$ cat src/include/machine_params.svh
`ifndef MACHINE_PARAMS_SVH
`define MACHINE_PARAMS_SVH

// Display registers sit at base+0 through base+7.
`define DECODER_BASE_ADDRESS 16'hC000

// Direct LED write; the next address toggles bits.
`define LED_ADDRESS 16'hC010

`define RAM_PAGE 8'h00

`define RAM_DEPTH 256

`endif

$ cat src/hw/machinePkg.sv
package machinePkg;

    // The same bus word seen whole or as page and offset bytes.
    typedef union packed {
        logic [15:0] word;
        struct packed {
            logic [7:0] page;
            logic [7:0] offset;
        } fields;
    } busAddress_t;

    typedef logic [7:0] segPattern_t; // Bit 0 is unused.

    typedef segPattern_t displayBank_t [0:7];

    typedef enum logic [1:0] {
        NONE = 2'd0,
        RAM  = 2'd1,
        LED  = 2'd2
    } readSource_t;

endpackage

$ cat src/hw/byteTo7Seg.sv
module byteTo7Seg import machinePkg::*; (
    input  logic [7:0]  num,
    output segPattern_t disp
);

    always_comb begin
        case (num)
            8'd0:    disp = 8'b0111_1110;
            8'd1:    disp = 8'b0000_1100;
            8'd2:    disp = 8'b1011_0110;
            8'd3:    disp = 8'b1001_1110;
            8'd4:    disp = 8'b1100_1100;
            8'd5:    disp = 8'b1101_1010;
            8'd6:    disp = 8'b1111_1010;
            8'd7:    disp = 8'b0000_1110;
            8'd8:    disp = 8'b1111_1110;
            8'd9:    disp = 8'b1101_1110;
            8'd10:   disp = 8'b1110_1110; // Letter A.
            default: disp = 8'b0000_0000; // Anything else blanks the digit.
        endcase
    end

endmodule

$ cat src/hw/dataRam.sv
`include "machine_params.svh"

module dataRam import machinePkg::*; (
    input  logic        clk,
    input  busAddress_t address,
    input  logic [7:0]  databus,
    input  logic        writeEnable,
    input  logic        readEnable,
    output logic [7:0]  ramData
);

    localparam int AddrWidth = $clog2(`RAM_DEPTH);

    logic [7:0]           mem [`RAM_DEPTH];
    logic                 ramSel;
    logic [AddrWidth-1:0] index;

    assign ramSel = (address.fields.page == `RAM_PAGE);
    assign index  = address.fields.offset[AddrWidth-1:0];

    always_ff @(posedge clk) begin
        if (writeEnable && ramSel) begin
            mem[index] <= databus;
        end
    end

    // Read port holds its last byte between reads.
    always_ff @(posedge clk) begin
        if (readEnable && ramSel) begin
            ramData <= mem[index];
        end
    end

endmodule

$ cat src/hw/ledPort.sv
`include "machine_params.svh"

module ledPort import machinePkg::*; (
    input  logic        clk,
    input  logic        nrst,
    input  busAddress_t address,
    input  logic [7:0]  databus,
    input  logic        writeEnable,
    input  logic        readEnable,
    output logic [7:0]  leds,
    output logic [7:0]  ledData
);

    logic directHit;
    logic toggleHit;

    assign directHit = (address.word == `LED_ADDRESS);
    assign toggleHit = (address.word == `LED_ADDRESS + 16'd1);

    always_ff @(posedge clk) begin
        if (!nrst) begin
            leds <= 8'h00;
        end else if (writeEnable) begin
            if (directHit) begin
                leds <= databus;
            end else if (toggleHit) begin
                leds <= leds ^ databus; // Set bits in databus flip the LED.
            end
        end
    end

    // Samples leds before a write landing at the same edge.
    always_ff @(posedge clk) begin
        if (readEnable && (directHit || toggleHit)) begin
            ledData <= leds;
        end
    end

endmodule

$ cat src/hw/peripheralBus.sv
module peripheralBus import machinePkg::*; (
    input  logic         clk,
    input  logic         nrst,
    input  logic [7:0]   addressbusHigh,
    input  logic [7:0]   addressbusLow,
    input  logic [7:0]   databus,
    input  logic         writeEnable,
    input  logic         readEnable,
    output displayBank_t sevenSegs,
    output logic [7:0]   leds,
    output logic [7:0]   readData,
    output logic         readValid
);

    busAddress_t address;
    logic [7:0]  ramData;
    logic [7:0]  ledData;

    assign address.fields.page   = addressbusHigh;
    assign address.fields.offset = addressbusLow;

    // Each target decodes the address on its own.
    sevenSegDecoder displays (
        .clk         (clk),
        .nrst        (nrst),
        .address     (address),
        .databus     (databus),
        .writeEnable (writeEnable),
        .sevenSegs   (sevenSegs)
    );

    dataRam ram (
        .clk         (clk),
        .address     (address),
        .databus     (databus),
        .writeEnable (writeEnable),
        .readEnable  (readEnable),
        .ramData     (ramData)
    );

    ledPort ledOut (
        .clk         (clk),
        .nrst        (nrst),
        .address     (address),
        .databus     (databus),
        .writeEnable (writeEnable),
        .readEnable  (readEnable),
        .leds        (leds),
        .ledData     (ledData)
    );

    readReturnMux readMux (
        .clk        (clk),
        .nrst       (nrst),
        .address    (address),
        .readEnable (readEnable),
        .ramData    (ramData),
        .ledData    (ledData),
        .readData   (readData),
        .readValid  (readValid)
    );

endmodule

$ cat src/hw/readReturnMux.sv
`include "machine_params.svh"

module readReturnMux import machinePkg::*; (
    input  logic        clk,
    input  logic        nrst,
    input  busAddress_t address,
    input  logic        readEnable,
    input  logic [7:0]  ramData,
    input  logic [7:0]  ledData,
    output logic [7:0]  readData,
    output logic        readValid
);

    readSource_t source;
    readSource_t nextSource;
    logic [15:0] ledRel;

    assign ledRel = address.word - `LED_ADDRESS;

    always_comb begin
        if (address.fields.page == `RAM_PAGE) begin
            nextSource = RAM;
        end else if (ledRel[15:1] == 15'd0) begin
            nextSource = LED; // Direct and toggle addresses both read back.
        end else begin
            nextSource = NONE;
        end
    end

    always_ff @(posedge clk) begin
        if (!nrst) begin
            source    <= NONE;
            readValid <= 1'b0;
        end else begin
            readValid <= readEnable;
            if (readEnable) begin
                source <= nextSource;
            end
        end
    end

    always_comb begin
        case (source)
            RAM:     readData = ramData;
            LED:     readData = ledData;
            default: readData = 8'h00; // Unmapped and display reads give zero.
        endcase
    end

endmodule

$ cat src/hw/sevenSegDecoder.sv
`include "machine_params.svh"

module sevenSegDecoder import machinePkg::*; (
    input  logic         clk,
    input  logic         nrst,
    input  busAddress_t  address,
    input  logic [7:0]   databus,
    input  logic         writeEnable,
    output displayBank_t sevenSegs
);

    segPattern_t decodedData;
    logic [15:0] relAddress;
    logic        digitHit;
    logic [2:0]  digitSel;

    byteTo7Seg digitLookup (
        .num  (databus),
        .disp (decodedData)
    );

    // Offset from the first display register.
    assign relAddress = address.word - `DECODER_BASE_ADDRESS;

    // Only the low three bits may be set for a display hit.
    assign digitHit = writeEnable && (relAddress[15:3] == 13'd0);
    assign digitSel = relAddress[2:0];

    always_ff @(posedge clk) begin
        if (!nrst) begin
            sevenSegs <= '{default: '0};
        end else if (digitHit) begin
            sevenSegs[digitSel] <= decodedData; // Other digits keep their pattern.
        end
    end

endmodule

$ cat config.mk
export PLATFORM = sky130hd
export DESIGN_NAME = peripheralBus
export DESIGN_NICKNAME = d
export VERILOG_FILES = /design/src/hw/machinePkg.sv /design/src/hw/byteTo7Seg.sv /design/src/hw/dataRam.sv /design/src/hw/ledPort.sv /design/src/hw/peripheralBus.sv /design/src/hw/readReturnMux.sv /design/src/hw/sevenSegDecoder.sv
export VERILOG_INCLUDE_DIRS = /design/src /design/src/include
export SDC_FILE = /design/constraint.sdc
export NUM_CORES = 2
export LEC_CHECK = 0
export BUFFER_PORTS_ARGS = -buffer_cell sky130_fd_sc_hd__buf_2
export CAP_MARGIN = 20
export CORE_UTILIZATION = 50
export CTS_BUF_LIST = sky130_fd_sc_hd__clkbuf_4 sky130_fd_sc_hd__clkbuf_8 sky130_fd_sc_hd__clkbuf_16
export CTS_CLUSTER_SIZE = 40
export DETAILED_ROUTE_END_ITERATION = 10
export GPL_ROUTABILITY_DRIVEN = 0
export HOLD_SLACK_MARGIN = 0.12
export PLACE_DENSITY = 0.66
export SLEW_MARGIN = 20
export SYNTH_ARGS = -nofsm -noshare
export SYNTH_HDL_FRONTEND = slang
export SYNTH_SLANG_ARGS = --single-unit
$ cat constraint.sdc
create_clock -name clk -period 3.9 [get_ports clk]
set_clock_uncertainty 0.05 [all_clocks]
set_input_delay 0.39 -clock clk [delete_from_list [all_inputs] [get_ports clk]]
set_output_delay 0.39 -clock clk [all_outputs]
set_load 0.01 [all_outputs]
==> metrics.yaml <==
floorplanning:
  die_h_um: 412
  rows: 150
  die_area_mm2: 0.170
  start_util_pct: 50.3
  ios: 109
  dieWidth_um: 412
  core_area_mm2: 0.167
sta:
  max_freq_mhz: 327
  drv_slew: 0
  finalSetupViolations: 0
  fin_tns_setup_ns: 0
  tightest_slew_ns: 1.12
  period_needed_ns: 3.06
  hold_viol_final: 0
  max-slew-margin-rel_pct: 25.4
  fin_crit_sh_pct: 78.5
  rsz0062_at_grt: "false"
logic_synthesis:
  synth_seq_cells: 2131
  yosysSeqAreaShare_pct: 75.2
  yosys_warnings: 0
  synth_edf_count: 2064
  ys_types: 76
  synth_area_mm2: 0.0842
  synth_area_leaders: "edfxtp_1, mux4_2, mux2i_1"
  yosys.area.top_type_share_pct: 73.6
  synth_top_area_cell: "edfxtp_1"
  synth_cells: 4267
  ys_dominant_reg_cell: "edfxtp_1"
  avgSynthCellArea_um2: 19.7
  synth_async_sr_flop_share_pct: 0
global_routing:
  grt_pass1_wl_um: 325000
  globalRouteMet3Util_pct: 5.69
  antenna_found_initial: 12
  busiest_layer: "met2"
  grt_pass1_vias: 44023
  globalRouteMet2Util_pct: 41.4
  grt_use_met1_pct: 38.2
  grt_max_degree: 180
  grt.total_usage_pct: 27.1
  grt_overflow: 0
pwr:
  switching_share_pct: 21.5
  static-leakage-power_nw: 32.1
  combPwrFrac_pct: 5.0
  pwr-share-seq_pct: 53.5
  p_switching_mw: 10.1
  ir_drop_v: 0.000336
  power_density_mw_per_mm2: 485
  p_int_mw: 36.8
  clkPwrFrac_pct: 41.5
worst_setup_path:
  crit_type: "in -> reg"
  worst_setup_path_start_kind: "input port"
  path_max_fanout: 23
  crit_arrival_ns: 3.59
  cp_common_cell: "buf_4"
  path_cells: "buf_8, nand3_4, buf_4, o221ai_1, a221oi_1, a21oi_1, o2111ai_1, buf_4, nor4_1"
  critical_path.slowest_cell: "nand3_4"
  worstPathRequired_ns: 4.43
  endpoint_kind: "flip-flop"
  cp_slowest_stage_delay_ns: 0.56
layout:
  syn2layout_area_growth_pct: 15.0
  drive_above_1_share_pct: 26.3
  fin_util_pct: 57.9
  layout.nets: 4897
  nFillCells: 12141
routing:
  drt_drc_violations_left: 0
  first_iter_violations: 6476
  ant_nets: 0
  dr.pass1.iters: 6
  via_count: 45367
  wl_per_cell_um: 31.7
  via_per_inst: 6.27
  routed_wl_um: 230000
cts:
  root_buffer: "clkbuf_16"
  clock_latency_ns: 0.88
  h-tree-depth: 4
  cts.clk_slew.worst_paths_ns: 0.06
  cts_tree: "built"
  ctsResizeCount: 0
  cts_buffers: 207
  numClockSinks: 2131
  cts_buffer_depth: 3
outcome:
  outcome: "completed"
place:
  hpwl_um: 146000
  port_buffers: 100
flow_run:
  maxCapViolCount: 0
worst_hold_path:
  hp-class: "in -> reg"
[critical path, delay by kind of cell]
family / cells / cell delay, ns
simple gates: 2 / 1.12
compound gates: 4 / 1.03
buf+inv: 3 / 0.91
[cells in the final DEF, fill, tap and decap left out, types with 22 or more instances in the layout]
| master | n |
|---|---|
| clkinv_2 | 25 |
| o21ai_0 | 53 |
| o22ai_1 | 59 |
| mux4_1 | 65 |
| a21boi_0 | 34 |
| a2111oi_0 | 22 |
| a21oi_1 | 63 |
| mux4_2 | 306 |
| a221oi_1 | 23 |
| nor2_1 | 320 |
| clkbuf_4 | 54 |
| edfxtp_1 | 2064 |
| nor2b_1 | 36 |
| clkinv_1 | 55 |
| a22oi_1 | 46 |
| nand2_1 | 132 |
| mux2_2 | 37 |
| dfxtp_1 | 67 |
| o221ai_1 | 45 |
| nand3_1 | 35 |
| a211oi_1 | 41 |
| buf_12 | 33 |
| clkbuf_16 | 209 |
| mux2i_1 | 343 |
| buf_4 | 495 |
| buf_2 | 88 |
[registers in the layout, indices dropped and copies added, names as in the netlist]
register / cells
ram.mem: 2048
readMux.readValid: 1
ledOut.leds: 8
ram.ramData: 8
displays.sevenSegs: 56
ledOut.ledData: 8
readMux.source: 2
[area by class of cell]
type	count	area, um2	area share [%]
Antenna cell	9	22.5	0.0233
Clock buffer	262	5630	5.82
Clock inverter	112	985	1.02
Inverter	17	63.8	0.0660
Multi-Input combinational cell	1859	18900	19.5
Sequential cell	2131	63300	65.4
Tap cell	2204	2760	2.85
Timing Repair Buffer	640	5120	5.29
[worst paths after layout]
check / start / end / slack (ns) / cells after the start
worst min register to register: displays.sevenSegs[29]$_SDFFE_PN0P_ / displays.sevenSegs[29]$_SDFFE_PN0P_ / 0.41 / 2
worst max-delay path: addressbusLow[0] / ram.ramData[0]$_DFFE_PP_ / 0.84 / 9
worst min-delay path: databus[1] / ram.mem[222][1]$_DFFE_PP_ / 0.1 / 1
worst max register to register: ram.mem[23][2]$_DFFE_PP_ / ram.ramData[2]$_DFFE_PP_ / 1.07 / 7
[logic make-up (layout without fill, tap and decap cells)]
logic type / after synthesis / in the layout / synth area share [%]
other: 1 / 17 / 0.00446
adder cells (fa/ha/maj): 13 / 13 / 0.193
multiplexers: 751 / 751 / 14.8
AO/OA/AOI/OAI: 470 / 470 / 3.99
buffers and inverters: 284 / 1031 / 2.48
AND/OR/NAND/NOR: 617 / 617 / 3.31
flip-flops: 2131 / 2131 / 75.2
[cells in the mapped netlist, drive strengths merged (8+ instances only)]
master,n
edfxtp,2064
mux4,371
mux2i,343
nor2,323
buf,165
nand2,138
clkbuf,102
dfxtp,67
a21oi,63
o22ai,59
o21ai,55
a22oi,46
o221ai,45
a211oi,41
nor2b,39
mux2,37
nand3,36
a21boi,34
a2111oi,24
a221oi,23
inv,16
o2111ai,15
nor4,14
ha,13
nand4,12
o211ai,11
and2,10
a22o,9
nand2b,9
a211o,8
[what timing repair did]
item / 4_1_cts / 5_1_grt
endpoints found under the hold margin: 317 / 0
hold buffers: 11 / 0
setup buffers: 0 / 0
[layer usage]
metal	vias to the layer above	routed length (um)
met5	-	45
met4	6	9050
met3	409	22000
met2	2515	106000
met1	23734	92200
li1	18703	-
[through the flow]
step | cells | setup WS, ns | cell area [um2] | hold WS, ns | total power [mW]
3_3_place_gp | 6838 | 0.195 | 90000 | 0.400 | 27.9
5_1_grt | 7225 | 0.836 | 96700 | 0.141 | 48.0
3_5_place_dp | 6838 | 0.168 | 90000 | 0.407 | 27.9
6_report | 7234 | 0.838 | 96700 | 0.100 | 46.9
4_1_cts | 7223 | 1.04 | 96700 | 0.120 | 47.1
2_1_floorplan | 4274 | 0.982 | 84200 | 0.420 | 26.8
[power by group through the flow]
stage	clock network [mW]	logic, mW	registers [mW]
finish	19.4	2.35	25.1
global route	20.5	2.42	25.1
CTS	19.6	2.33	25.1
detailed placement	0	2.32	25.6
global placement	0	2.29	25.6
floorplan	0	1.20	25.6
Note: power is estimated with default switching activity, not from simulation.
